[config.mk]
export PLATFORM = sky130hd
export DESIGN_NAME = i3c_target_top
export DESIGN_NICKNAME = d
export VERILOG_FILES = /design/src/verilog/i3c_target_pkg.sv /design/src/verilog/bus_arbiter.sv /design/src/verilog/bus_monitor.sv /design/src/verilog/bus_rx_flow.sv /design/src/verilog/bus_tx_flow.sv /design/src/verilog/ccc_handler.sv /design/src/verilog/i3c_target_top.sv /design/src/verilog/target_xfer_fsm.sv
export SDC_FILE = /design/constraint.sdc
export NUM_CORES = 1
export LEC_CHECK = 0
export BUFFER_PORTS_ARGS = -buffer_cell sky130_fd_sc_hd__clkbuf_2
export CAP_MARGIN = 20
export CORE_ASPECT_RATIO = 1.75
export CORE_MARGIN = 2
export CORE_UTILIZATION = 25
export DETAILED_ROUTE_END_ITERATION = 8
export MAX_ROUTING_LAYER = met4
export PLACE_DENSITY = 0.49
export SYNTH_ARGS = -nofsm -noshare
export SYNTH_HDL_FRONTEND = slang
export SYNTH_SLANG_ARGS = --single-unit
[constraint.sdc]
create_clock -name clk_i -period 1.9 [get_ports clk_i]
set_input_delay 0.19 -clock clk_i [delete_from_list [all_inputs] [get_ports clk_i]]
set_output_delay 0.19 -clock clk_i [all_outputs]
set_load 0.01 [all_outputs]
[src/verilog/i3c_target_pkg.sv]
// Covers SDR mode only with 7-bit addresses and two broadcast CCC codes
package i3c_target_pkg;

  typedef logic [7:0] byte_t;
  typedef logic [6:0] addr_t;

  typedef enum logic {
    PeerXfer,
    PeerCcc
  } peer_sel_e;

  typedef enum logic [3:0] {
    Idle,
    Addr,
    AddrAck,
    Nack,
    WrByte,
    WrTbit,
    RdByte,
    RdTbit,
    CccWait
  } xfer_state_e;

  localparam addr_t BroadcastAddr = 7'h7E;

  // Broadcast CCC codes
  localparam byte_t CccRstdaa  = 8'h06;
  localparam byte_t CccSetaasa = 8'h29;

endpackage

[src/verilog/bus_arbiter.sv]
// Owner changes only on ccc_begin and ccc_done so requests must not be open across a switch
module bus_arbiter (
  input  logic                  clk_i,
  input  logic                  rst_ni,
  input  logic                  ccc_begin_i,
  input  logic                  ccc_done_i,
  input  logic                  xfer_rx_req_bit_i,
  input  logic                  xfer_rx_req_byte_i,
  input  logic                  xfer_tx_req_bit_i,
  input  logic                  xfer_tx_req_byte_i,
  input  i3c_target_pkg::byte_t xfer_tx_value_i,
  output logic                  xfer_rx_done_o,
  output logic                  xfer_tx_done_o,
  output i3c_target_pkg::byte_t xfer_rx_data_o,
  input  logic                  ccc_rx_req_bit_i,
  input  logic                  ccc_rx_req_byte_i,
  input  logic                  ccc_tx_req_bit_i,
  input  logic                  ccc_tx_req_byte_i,
  input  i3c_target_pkg::byte_t ccc_tx_value_i,
  output logic                  ccc_rx_done_o,
  output logic                  ccc_tx_done_o,
  output i3c_target_pkg::byte_t ccc_rx_data_o,
  input  logic                  rx_done_i,
  input  logic                  tx_done_i,
  input  i3c_target_pkg::byte_t rx_data_i,
  output logic                  rx_req_bit_o,
  output logic                  rx_req_byte_o,
  output logic                  tx_req_bit_o,
  output logic                  tx_req_byte_o,
  output i3c_target_pkg::byte_t tx_value_o
);
  import i3c_target_pkg::*;

  peer_sel_e sel_q;

  always_ff @(posedge clk_i or negedge rst_ni) begin
    if (!rst_ni) begin
      sel_q <= PeerXfer;
    end else if (sel_q == PeerXfer && ccc_begin_i) begin
      sel_q <= PeerCcc;
    end else if (sel_q == PeerCcc && ccc_done_i) begin
      sel_q <= PeerXfer;
    end
  end

  always_comb begin
    xfer_rx_done_o = 1'b0;
    xfer_tx_done_o = 1'b0;
    xfer_rx_data_o = '0;
    ccc_rx_done_o  = 1'b0;
    ccc_tx_done_o  = 1'b0;
    ccc_rx_data_o  = '0;
    if (sel_q == PeerXfer) begin
      rx_req_bit_o   = xfer_rx_req_bit_i;
      rx_req_byte_o  = xfer_rx_req_byte_i;
      tx_req_bit_o   = xfer_tx_req_bit_i;
      tx_req_byte_o  = xfer_tx_req_byte_i;
      tx_value_o     = xfer_tx_value_i;
      xfer_rx_done_o = rx_done_i;
      xfer_tx_done_o = tx_done_i;
      xfer_rx_data_o = rx_data_i;
    end else begin
      rx_req_bit_o  = ccc_rx_req_bit_i;
      rx_req_byte_o = ccc_rx_req_byte_i;
      tx_req_bit_o  = ccc_tx_req_bit_i;
      tx_req_byte_o = ccc_tx_req_byte_i;
      tx_value_o    = ccc_tx_value_i;
      ccc_rx_done_o = rx_done_i;
      ccc_tx_done_o = tx_done_i;
      ccc_rx_data_o = rx_data_i;
    end
  end

endmodule

[src/verilog/bus_monitor.sv]
// Pins must be stable for a few clocks and SCL must run well below clk_i/4
module bus_monitor #(
  parameter int unsigned SyncStages = 2
) (
  input  logic clk_i,
  input  logic rst_ni,
  input  logic scl_i,
  input  logic sda_i,
  output logic sda_sync_o,
  output logic scl_rise_o,
  output logic scl_fall_o,
  output logic start_det_o,
  output logic stop_det_o
);

  logic [SyncStages-1:0] scl_sync_q;
  logic [SyncStages-1:0] sda_sync_q;
  logic scl_s;
  logic sda_s;
  logic scl_prev_q;
  logic sda_prev_q;

  assign scl_s = scl_sync_q[SyncStages-1];
  assign sda_s = sda_sync_q[SyncStages-1];
  assign sda_sync_o = sda_s;

  always_ff @(posedge clk_i or negedge rst_ni) begin
    if (!rst_ni) begin
      // Idle bus is high
      scl_sync_q  <= '1;
      sda_sync_q  <= '1;
      scl_prev_q  <= 1'b1;
      sda_prev_q  <= 1'b1;
      scl_rise_o  <= 1'b0;
      scl_fall_o  <= 1'b0;
      start_det_o <= 1'b0;
      stop_det_o  <= 1'b0;
    end else begin
      scl_sync_q  <= {scl_sync_q[SyncStages-2:0], scl_i};
      sda_sync_q  <= {sda_sync_q[SyncStages-2:0], sda_i};
      scl_prev_q  <= scl_s;
      sda_prev_q  <= sda_s;
      scl_rise_o  <= scl_s & ~scl_prev_q;
      scl_fall_o  <= ~scl_s & scl_prev_q;
      // SDA edges while SCL stays high
      start_det_o <= scl_s & scl_prev_q & ~sda_s & sda_prev_q;
      stop_det_o  <= scl_s & scl_prev_q & sda_s & ~sda_prev_q;
    end
  end

endmodule

[src/verilog/bus_rx_flow.sv]
// A new request restarts any open one and a bit request returns its bit in the LSB
module bus_rx_flow (
  input  logic                  clk_i,
  input  logic                  rst_ni,
  input  logic                  sda_i,
  input  logic                  scl_rise_i,
  input  logic                  req_bit_i,
  input  logic                  req_byte_i,
  output logic                  done_o,
  output i3c_target_pkg::byte_t data_o
);
  import i3c_target_pkg::*;

  byte_t      shift_q;
  logic [2:0] cnt_q;
  logic       busy_q;
  logic       byte_mode_q;
  logic       sample;

  assign sample = busy_q & scl_rise_i;
  assign data_o = shift_q;

  always_ff @(posedge clk_i or negedge rst_ni) begin
    if (!rst_ni) begin
      busy_q      <= 1'b0;
      byte_mode_q <= 1'b0;
      cnt_q       <= '0;
      done_o      <= 1'b0;
    end else begin
      done_o <= 1'b0;
      if (req_bit_i || req_byte_i) begin
        busy_q      <= 1'b1;
        byte_mode_q <= req_byte_i;
        cnt_q       <= '0;
      end else if (sample) begin
        cnt_q <= cnt_q + 3'd1;
        if (cnt_q == (byte_mode_q ? 3'd7 : 3'd0)) begin
          busy_q <= 1'b0;
          done_o <= 1'b1;
        end
      end
    end
  end

  // MSB first
  always_ff @(posedge clk_i) begin
    if (req_bit_i || req_byte_i) begin
      shift_q <= '0;
    end else if (sample) begin
      shift_q <= {shift_q[6:0], sda_i};
    end
  end

endmodule

[src/verilog/bus_tx_flow.sv]
// Open drain only so a one bit releases SDA and the target never checks arbitration
module bus_tx_flow (
  input  logic                  clk_i,
  input  logic                  rst_ni,
  input  logic                  scl_fall_i,
  input  logic                  req_bit_i,
  input  logic                  req_byte_i,
  input  i3c_target_pkg::byte_t value_i,
  output logic                  done_o,
  output logic                  sda_o
);
  import i3c_target_pkg::*;

  byte_t      shift_q;
  byte_t      first;
  logic [3:0] cnt_q;
  logic       busy_q;
  logic       byte_mode_q;
  logic       chain_q;

  // A bit request sends only the LSB
  assign first = req_byte_i ? value_i : {value_i[0], 7'b0};

  always_ff @(posedge clk_i or negedge rst_ni) begin
    if (!rst_ni) begin
      shift_q     <= '0;
      cnt_q       <= '0;
      busy_q      <= 1'b0;
      byte_mode_q <= 1'b0;
      chain_q     <= 1'b0;
      done_o      <= 1'b0;
      sda_o       <= 1'b1;
    end else begin
      done_o <= 1'b0;
      if (scl_fall_i) begin
        chain_q <= 1'b0;
      end
      if (req_bit_i || req_byte_i) begin
        busy_q      <= 1'b1;
        byte_mode_q <= req_byte_i;
        if (chain_q) begin
          // Back-to-back request starts on the falling edge that ended the last one
          sda_o   <= first[7];
          shift_q <= {first[6:0], 1'b0};
          cnt_q   <= 4'd1;
        end else begin
          shift_q <= first;
          cnt_q   <= '0;
        end
      end else if (busy_q && scl_fall_i) begin
        if (cnt_q == (byte_mode_q ? 4'd8 : 4'd1)) begin
          busy_q  <= 1'b0;
          done_o  <= 1'b1;
          chain_q <= 1'b1;
          sda_o   <= 1'b1;
        end else begin
          sda_o   <= shift_q[7];
          shift_q <= {shift_q[6:0], 1'b0};
          cnt_q   <= cnt_q + 4'd1;
        end
      end
    end
  end

endmodule

[src/verilog/ccc_handler.sv]
// Broadcast RSTDAA and SETAASA only and an aborted CCC waits for the next received byte
module ccc_handler (
  input  logic                  clk_i,
  input  logic                  rst_ni,
  input  logic                  ccc_begin_i,
  input  logic                  rx_done_i,
  input  i3c_target_pkg::byte_t rx_data_i,
  input  i3c_target_pkg::addr_t static_addr_i,
  output logic                  rx_req_bit_o,
  output logic                  rx_req_byte_o,
  output logic                  ccc_done_o,
  output logic                  dyn_addr_valid_o,
  output i3c_target_pkg::addr_t dyn_addr_o
);
  import i3c_target_pkg::*;

  typedef enum logic [1:0] {
    CccIdle,
    CccCode,
    CccTbit
  } ccc_state_e;

  ccc_state_e state_q;
  byte_t      code_q;

  always_ff @(posedge clk_i or negedge rst_ni) begin
    if (!rst_ni) begin
      state_q          <= CccIdle;
      code_q           <= '0;
      rx_req_bit_o     <= 1'b0;
      rx_req_byte_o    <= 1'b0;
      ccc_done_o       <= 1'b0;
      dyn_addr_valid_o <= 1'b0;
      dyn_addr_o       <= '0;
    end else begin
      rx_req_bit_o  <= 1'b0;
      rx_req_byte_o <= 1'b0;
      ccc_done_o    <= 1'b0;
      unique case (state_q)
        CccIdle: begin
          if (ccc_begin_i) begin
            rx_req_byte_o <= 1'b1;
            state_q       <= CccCode;
          end
        end
        CccCode: begin
          if (rx_done_i) begin
            code_q       <= rx_data_i;
            rx_req_bit_o <= 1'b1;
            state_q      <= CccTbit;
          end
        end
        CccTbit: begin
          if (rx_done_i) begin
            ccc_done_o <= 1'b1;
            state_q    <= CccIdle;
            // Code is acted on only with good parity
            if (rx_data_i[0] == ~^code_q) begin
              if (code_q == CccSetaasa) begin
                dyn_addr_o       <= static_addr_i;
                dyn_addr_valid_o <= 1'b1;
              end else if (code_q == CccRstdaa) begin
                dyn_addr_valid_o <= 1'b0;
              end
            end
          end
        end
        default: state_q <= CccIdle;
      endcase
    end
  end

endmodule

[src/verilog/i3c_target_top.sv]
// SCL is input only and sda_o must be wired open drain with the bus SDA level on sda_i
module i3c_target_top #(
  parameter int unsigned SyncStages = 2
) (
  input  logic                  clk_i,
  input  logic                  rst_ni,
  input  logic                  scl_i,
  input  logic                  sda_i,
  input  logic                  rx_ready_i,
  input  logic                  tx_valid_i,
  input  i3c_target_pkg::byte_t tx_data_i,
  input  i3c_target_pkg::addr_t static_addr_i,
  output logic                  sda_o,
  output logic                  rx_valid_o,
  output logic                  tx_ready_o,
  output logic                  dyn_addr_valid_o,
  output logic                  parity_err_o,
  output logic                  rx_overflow_o,
  output logic                  bus_start_o,
  output logic                  bus_stop_o,
  output i3c_target_pkg::byte_t rx_data_o,
  output i3c_target_pkg::addr_t dyn_addr_o
);
  import i3c_target_pkg::*;

  logic  sda_sync;
  logic  scl_rise;
  logic  scl_fall;
  logic  ccc_begin;
  logic  ccc_done;

  // Engine side of the arbiter
  logic  rx_req_bit;
  logic  rx_req_byte;
  logic  rx_done;
  logic  tx_req_bit;
  logic  tx_req_byte;
  logic  tx_done;
  byte_t rx_data;
  byte_t tx_value;

  // Private transfer peer
  logic  xfer_rx_req_bit;
  logic  xfer_rx_req_byte;
  logic  xfer_tx_req_bit;
  logic  xfer_tx_req_byte;
  logic  xfer_rx_done;
  logic  xfer_tx_done;
  byte_t xfer_rx_data;
  byte_t xfer_tx_value;

  // CCC peer only receives
  logic  ccc_rx_req_bit;
  logic  ccc_rx_req_byte;
  logic  ccc_rx_done;
  byte_t ccc_rx_data;

  bus_monitor #(
    .SyncStages(SyncStages)
  ) bus_monitor_inst (
    .clk_i,
    .rst_ni,
    .scl_i,
    .sda_i,
    .sda_sync_o (sda_sync),
    .scl_rise_o (scl_rise),
    .scl_fall_o (scl_fall),
    .start_det_o(bus_start_o),
    .stop_det_o (bus_stop_o)
  );

  bus_rx_flow bus_rx_flow_inst (
    .clk_i,
    .rst_ni,
    .sda_i     (sda_sync),
    .scl_rise_i(scl_rise),
    .req_bit_i (rx_req_bit),
    .req_byte_i(rx_req_byte),
    .done_o    (rx_done),
    .data_o    (rx_data)
  );

  bus_tx_flow bus_tx_flow_inst (
    .clk_i,
    .rst_ni,
    .scl_fall_i(scl_fall),
    .req_bit_i (tx_req_bit),
    .req_byte_i(tx_req_byte),
    .value_i   (tx_value),
    .done_o    (tx_done),
    .sda_o
  );

  bus_arbiter bus_arbiter_inst (
    .clk_i,
    .rst_ni,
    .ccc_begin_i       (ccc_begin),
    .ccc_done_i        (ccc_done),
    .xfer_rx_req_bit_i (xfer_rx_req_bit),
    .xfer_rx_req_byte_i(xfer_rx_req_byte),
    .xfer_tx_req_bit_i (xfer_tx_req_bit),
    .xfer_tx_req_byte_i(xfer_tx_req_byte),
    .xfer_tx_value_i   (xfer_tx_value),
    .xfer_rx_done_o    (xfer_rx_done),
    .xfer_tx_done_o    (xfer_tx_done),
    .xfer_rx_data_o    (xfer_rx_data),
    .ccc_rx_req_bit_i  (ccc_rx_req_bit),
    .ccc_rx_req_byte_i (ccc_rx_req_byte),
    .ccc_tx_req_bit_i  (1'b0),
    .ccc_tx_req_byte_i (1'b0),
    .ccc_tx_value_i    ('0),
    .ccc_rx_done_o     (ccc_rx_done),
    .ccc_tx_done_o     (),
    .ccc_rx_data_o     (ccc_rx_data),
    .rx_done_i         (rx_done),
    .tx_done_i         (tx_done),
    .rx_data_i         (rx_data),
    .rx_req_bit_o      (rx_req_bit),
    .rx_req_byte_o     (rx_req_byte),
    .tx_req_bit_o      (tx_req_bit),
    .tx_req_byte_o     (tx_req_byte),
    .tx_value_o        (tx_value)
  );

  target_xfer_fsm target_xfer_fsm_inst (
    .clk_i,
    .rst_ni,
    .start_det_i     (bus_start_o),
    .stop_det_i      (bus_stop_o),
    .rx_done_i       (xfer_rx_done),
    .tx_done_i       (xfer_tx_done),
    .dyn_addr_valid_i(dyn_addr_valid_o),
    .rx_ready_i,
    .tx_valid_i,
    .rx_data_i       (xfer_rx_data),
    .tx_data_i,
    .dyn_addr_i      (dyn_addr_o),
    .rx_req_bit_o    (xfer_rx_req_bit),
    .rx_req_byte_o   (xfer_rx_req_byte),
    .tx_req_bit_o    (xfer_tx_req_bit),
    .tx_req_byte_o   (xfer_tx_req_byte),
    .ccc_begin_o     (ccc_begin),
    .rx_valid_o,
    .tx_ready_o,
    .parity_err_o,
    .rx_overflow_o,
    .tx_value_o      (xfer_tx_value),
    .rx_data_o
  );

  ccc_handler ccc_handler_inst (
    .clk_i,
    .rst_ni,
    .ccc_begin_i  (ccc_begin),
    .rx_done_i    (ccc_rx_done),
    .rx_data_i    (ccc_rx_data),
    .static_addr_i,
    .rx_req_bit_o (ccc_rx_req_bit),
    .rx_req_byte_o(ccc_rx_req_byte),
    .ccc_done_o   (ccc_done),
    .dyn_addr_valid_o,
    .dyn_addr_o
  );

endmodule

[src/verilog/target_xfer_fsm.sv]
// Repeated START is not handled and the RX buffer holds one byte with no bus back-pressure
module target_xfer_fsm (
  input  logic                  clk_i,
  input  logic                  rst_ni,
  input  logic                  start_det_i,
  input  logic                  stop_det_i,
  input  logic                  rx_done_i,
  input  logic                  tx_done_i,
  input  logic                  dyn_addr_valid_i,
  input  logic                  rx_ready_i,
  input  logic                  tx_valid_i,
  input  i3c_target_pkg::byte_t rx_data_i,
  input  i3c_target_pkg::byte_t tx_data_i,
  input  i3c_target_pkg::addr_t dyn_addr_i,
  output logic                  rx_req_bit_o,
  output logic                  rx_req_byte_o,
  output logic                  tx_req_bit_o,
  output logic                  tx_req_byte_o,
  output logic                  ccc_begin_o,
  output logic                  rx_valid_o,
  output logic                  tx_ready_o,
  output logic                  parity_err_o,
  output logic                  rx_overflow_o,
  output i3c_target_pkg::byte_t tx_value_o,
  output i3c_target_pkg::byte_t rx_data_o
);
  import i3c_target_pkg::*;

  xfer_state_e state_q;
  byte_t       data_q;
  addr_t       addr;
  logic        rnw;
  logic        is_bcast;
  logic        dyn_hit;
  logic        ack;
  logic        rnw_q;
  logic        bcast_q;

  assign addr     = rx_data_i[7:1];
  assign rnw      = rx_data_i[0];
  assign is_bcast = (addr == BroadcastAddr);
  assign dyn_hit  = dyn_addr_valid_i && (addr == dyn_addr_i);
  // Reads are only ACKed with a byte ready to send
  assign ack      = (is_bcast && !rnw) || (dyn_hit && (!rnw || tx_valid_i));

  always_ff @(posedge clk_i or negedge rst_ni) begin
    if (!rst_ni) begin
      state_q       <= Idle;
      data_q        <= '0;
      rnw_q         <= 1'b0;
      bcast_q       <= 1'b0;
      rx_req_bit_o  <= 1'b0;
      rx_req_byte_o <= 1'b0;
      tx_req_bit_o  <= 1'b0;
      tx_req_byte_o <= 1'b0;
      ccc_begin_o   <= 1'b0;
      rx_valid_o    <= 1'b0;
      tx_ready_o    <= 1'b0;
      parity_err_o  <= 1'b0;
      rx_overflow_o <= 1'b0;
      tx_value_o    <= '0;
      rx_data_o     <= '0;
    end else begin
      rx_req_bit_o  <= 1'b0;
      rx_req_byte_o <= 1'b0;
      tx_req_bit_o  <= 1'b0;
      tx_req_byte_o <= 1'b0;
      ccc_begin_o   <= 1'b0;
      tx_ready_o    <= 1'b0;
      if (rx_valid_o && rx_ready_i) begin
        rx_valid_o <= 1'b0;
      end
      if (start_det_i) begin
        parity_err_o  <= 1'b0;
        rx_overflow_o <= 1'b0;
      end
      if (stop_det_i) begin
        state_q <= Idle;
      end else begin
        unique case (state_q)
          Idle: begin
            if (start_det_i) begin
              rx_req_byte_o <= 1'b1;
              state_q       <= Addr;
            end
          end
          Addr: begin
            if (rx_done_i) begin
              rnw_q   <= rnw;
              bcast_q <= is_bcast;
              if (ack) begin
                tx_req_bit_o <= 1'b1;
                tx_value_o   <= '0;
                state_q      <= AddrAck;
              end else begin
                state_q <= Nack;
              end
            end
          end
          AddrAck: begin
            if (tx_done_i) begin
              if (bcast_q) begin
                ccc_begin_o <= 1'b1;
                state_q     <= CccWait;
              end else if (rnw_q) begin
                tx_req_byte_o <= 1'b1;
                tx_value_o    <= tx_data_i;
                tx_ready_o    <= 1'b1;
                state_q       <= RdByte;
              end else begin
                rx_req_byte_o <= 1'b1;
                state_q       <= WrByte;
              end
            end
          end
          WrByte: begin
            if (rx_done_i) begin
              data_q       <= rx_data_i;
              rx_req_bit_o <= 1'b1;
              state_q      <= WrTbit;
            end
          end
          WrTbit: begin
            if (rx_done_i) begin
              // Odd parity over data and T-bit
              if (rx_data_i[0] != ~^data_q) begin
                parity_err_o <= 1'b1;
              end else if (rx_valid_o && !rx_ready_i) begin
                rx_overflow_o <= 1'b1;
              end else begin
                rx_valid_o <= 1'b1;
                rx_data_o  <= data_q;
              end
              rx_req_byte_o <= 1'b1;
              state_q       <= WrByte;
            end
          end
          RdByte: begin
            if (tx_done_i) begin
              // T-bit high while more data follows
              tx_req_bit_o <= 1'b1;
              tx_value_o   <= {7'b0, tx_valid_i};
              state_q      <= RdTbit;
            end
          end
          RdTbit: begin
            if (tx_done_i) begin
              if (tx_value_o[0]) begin
                tx_req_byte_o <= 1'b1;
                tx_value_o    <= tx_data_i;
                tx_ready_o    <= 1'b1;
                state_q       <= RdByte;
              end else begin
                state_q <= Nack;
              end
            end
          end
          // Both hold until STOP
          Nack, CccWait: ;
          default: state_q <= Idle;
        endcase
      end
    end
  end

endmodule
==> metrics.md <==
| Metric | Value |
|---|---|
| Largest net degree at the start of global routing | `33` |
| Die width | `109 µm` |
| Hold Violations, Final | `0` |
| Commonest cells post-synth | `dfrtp_1 (86), nand2_1 (72), inv_1 (35)` |
| Ys Warns | `0` |
| Final core utilization | `~33%` |
| Fin crit share | `105%` |
| Crit-path leading delay family | `simple AND/OR/NAND/NOR gates` |
| Filler cells | `1931` |
| Seq cells post-synth | `approximately 100` |
| Crit-path slowest cell | `dfrtp_1` |
| Ys async rst share | `92.1%` |
| EDFF count, synth | `0` |
| CP Class | `flip-flop to flip-flop` |
| Most common cell in the synthesized netlist | `dfrtp_1` |
| DRC Markers | `0` |
| RSZ-0062 raised after global routing | `yes` |
| Worst slew margin | `58.2%` |
| Core box area | `0.0190 mm²` |
| Top_reg_cell synth | `dfrtp_1` |
| Max incr delay on CP | `0.38 ns` |
| Final Total Pwr | `5.82 mW` |
| Total Nets Final | `about 610` |
| First-pass GRT wire length | `20.1 mm` |
| Share of the synthesized area in the top cell type | `44.7%` |
| Mean Syn Cell Area | `9.99 µm²` |
| P per Cell Area | `around 940 mW/mm²` |
| Worst Max-Slew Pin Slew | `~0.63 ns` |
| Post-route ant nets | `0` |
| Mapped Area | `0.00482 mm²` |
| Final setup fails | `15` |
| Cells after Synth | `between 400 and 500` |
| Status | `finished, violations left` |
| IO buf count | `43` |
| Mapped Nets | `slightly above 500` |
| Clock Sinks | `just over 100` |
| CTS tree | `built` |
| DRT iter0 DRCs | `190` |
| Clock Pin Slew Worst Setup and Hold Paths | `around 0.07 ns` |
| Wire per inst | `14.8 µm` |
| Critical path arrival | `between 2 and 2.5 ns` |
| Max VDD drop | `approximately 460 µV` |
| Starting Density | `between 20 and 30%` |
| Final count of pins violating max slew | `0` |
| Share of post-route cells with drive strength above 1 | `around 30%` |
| P&R area growth vs syn | `28.5%` |
| Fin area | `0.00619 mm²` |
| # Max-Cap Violations | `0` |
| Crit Path Max Fanout | `8` |
| Final min period | `2.00 ns` |
| Hold Path Class | `input port to flip-flop` |
| Cell variety after synth | `65` |
| Worst Clk Skew | `0.00594 ns` |
| WP buf/inv | `1` |
| CTS buffer count | `9` |
| GPL Wtd Cong | `0.844` |
| Pre-CTS WS | `-0.128 ns` |
| Post-synthesis sequential area ratio | `slightly above 50%` |
| Hold_ws | `0.0680 ns` |
| All-Layer GR Usage | `13.1%` |
| Total wire length | `about 12 mm` |
| Sequence of cells on the critical path | `inv_2 -> ha_4 -> xnor2_2 -> xnor3_1 -> and3_4 -> and4_4 -> mux2_4` |
| Hpwl dp | `9.03 mm` |
| Via count | `3818` |
| DR vias/cell | `4.65` |
| Htree depth | `3` |
| Area post-placement | `0.00567 mm²` |
| Site Rows | `67` |
| CTS root buffer | `clkbuf_16` |
| Die area | `0.0204 mm²` |
| Initial antenna violation count | `0` |
| Chip Height | `188 µm` |
| Failing checks | `setup timing` |
| Crit. End Element | `flip-flop` |
| Worst-Skew Late Latency | `0.35 ns` |
| Leakage power | `2.83 nW` |
| FMAX | `501 MHz` |
| Synth area leaders | `dfrtp_1 (45%), nand2_1 (5.6%), mux2_4 (4.7%)` |
| Largest area contributor in the netlist | `dfrtp_1` |
| Critical Path RT | `2.13 ns` |
| Antenna Cells | `0` |
| Final WS setup | `-0.0958 ns` |
| Worst setup SP type | `flip-flop` |
| Io pins | `44` |
| Max Buffers Root-to-Sink | `2` |
| Vias in the first global route | `4119` |
| First-pass iteration count of the detailed router | `4` |
| Grt total ovfl | `0` |
[final timing paths]
check | start | endpoint | slack (ns) | depth (start not counted)
max | ccc_handler_inst.code_q[7] | ccc_handler_inst.dyn_addr_o[4] | -0.1 | 7
min | static_addr_i[3] | ccc_handler_inst.dyn_addr_o[3] | 0.07 | 2
max reg2reg | ccc_handler_inst.code_q[7] | ccc_handler_inst.dyn_addr_o[4] | -0.1 | 7
min reg2reg | bus_monitor_inst.sda_sync_q[0] | bus_monitor_inst.sda_sync_q[1] | 0.36 | 0
max in group asynchronous | rst_ni | bus_tx_flow_inst.sda_o | 0.96 | 3
min in group asynchronous | rst_ni | bus_rx_flow_inst.cnt_q[0] | 0.33 | 2
[registers in the layout, summed over array words and instances, names as in the netlist, 2 cells and up]
register	count
bus_tx_flow_inst.cnt_q	4
target_xfer_fsm_inst.tx_value_o	8
target_xfer_fsm_inst.rx_data_o	8
bus_rx_flow_inst.data_o	8
target_xfer_fsm_inst.data_q	8
bus_rx_flow_inst.cnt_q	3
bus_monitor_inst.sda_sync_q	2
ccc_handler_inst.code_q	8
target_xfer_fsm_inst.state_q	4
ccc_handler_inst.state_q	2
ccc_handler_inst.dyn_addr_o	7
bus_monitor_inst.scl_sync_q	2
bus_tx_flow_inst.shift_q	8
[cell type report]
type	instances	area [µm²]	share of cell area [%]
clock buffer	11	233	3.76
clock inverter	5	36.3	0.586
inverter	37	139	2.24
multi-input combinational	322	2240	36.2
sequential	101	2500	40.4
tap	241	302	4.87
timing repair buffer	104	741	12.0
[kinds of logic (layout without fill, tap and decap cells)]
logic type                 Yosys count  count (layout)  synth area share (%)
AOI/OAI and AO/OA                  112             112                  14.7
xor gates and xnor gates            16              16                  3.48
adders and majority gates            9               9                  2.34
buffers and inverters               59             157                  5.09
DFF                                101             101                  51.8
muxes                               19              19                  5.59
and+or+nand+nor                    166             166                  17.0
[through the flow]
step                instances  setup TNS [ns]
global placement          796           -1.13
floorplan                 482          -0.623
global route              821           -2.35
detailed placement        796           -2.19
CTS                       820          -0.946
finish                    821          -0.854
[layer usage]
metal / part of all wire [%] / track usage [%] / vias up
met5: 0 / - / -
met1: 38 / 13.3 / 1888
met3: 2.4 / 2.33 / 19
met2: 56 / 23.7 / 55
li1: - / - / 1856
met4: 3.8 / 6.21 / 0
[power by group]
part	leakage (nW)	switching, mW	internal [mW]
clock network	0.124	0.834	0.893
registers	1.31	0.249	2.37
logic	1.39	0.778	0.697
total	2.83	1.86	3.95
[layout by cell type, fill, tap and decap left out, drive strengths merged, types with 4 or more instances in the layout]
cell,n
nor3b,6
a21o,4
nand2,72
nor2b,10
buf,59
xor2,5
o21ai,41
ha,9
dfstp,7
mux2,18
nor2,28
nand3,5
dfxtp,8
a21oi,24
clkbuf,53
nand2b,7
dfrtp,86
or3,4
nor3,7
nand4,6
xnor2,9
inv,38
o221ai,7
[worst reg2reg max path: cells and delay by family (launching register included)]
kind,cells,cell delay (ns)
and+or+nand+nor,2,0.49
xor gates and xnor gates,2,0.40
DFF,1,0.38
muxes,1,0.32
adders and majority gates,1,0.21
buffers and inverters,1,0.08
[repair_timing]
item                                    in CTS  in global routing
setup buffers                                5                  2
resized for setup                           14                 21
endpoints found under the setup margin      25                 31
pin swaps                                    4                 14
hold buffers                                 3                  0
hold endpoints to repair                    26                  0
Power figures use the tool's default switching activity.
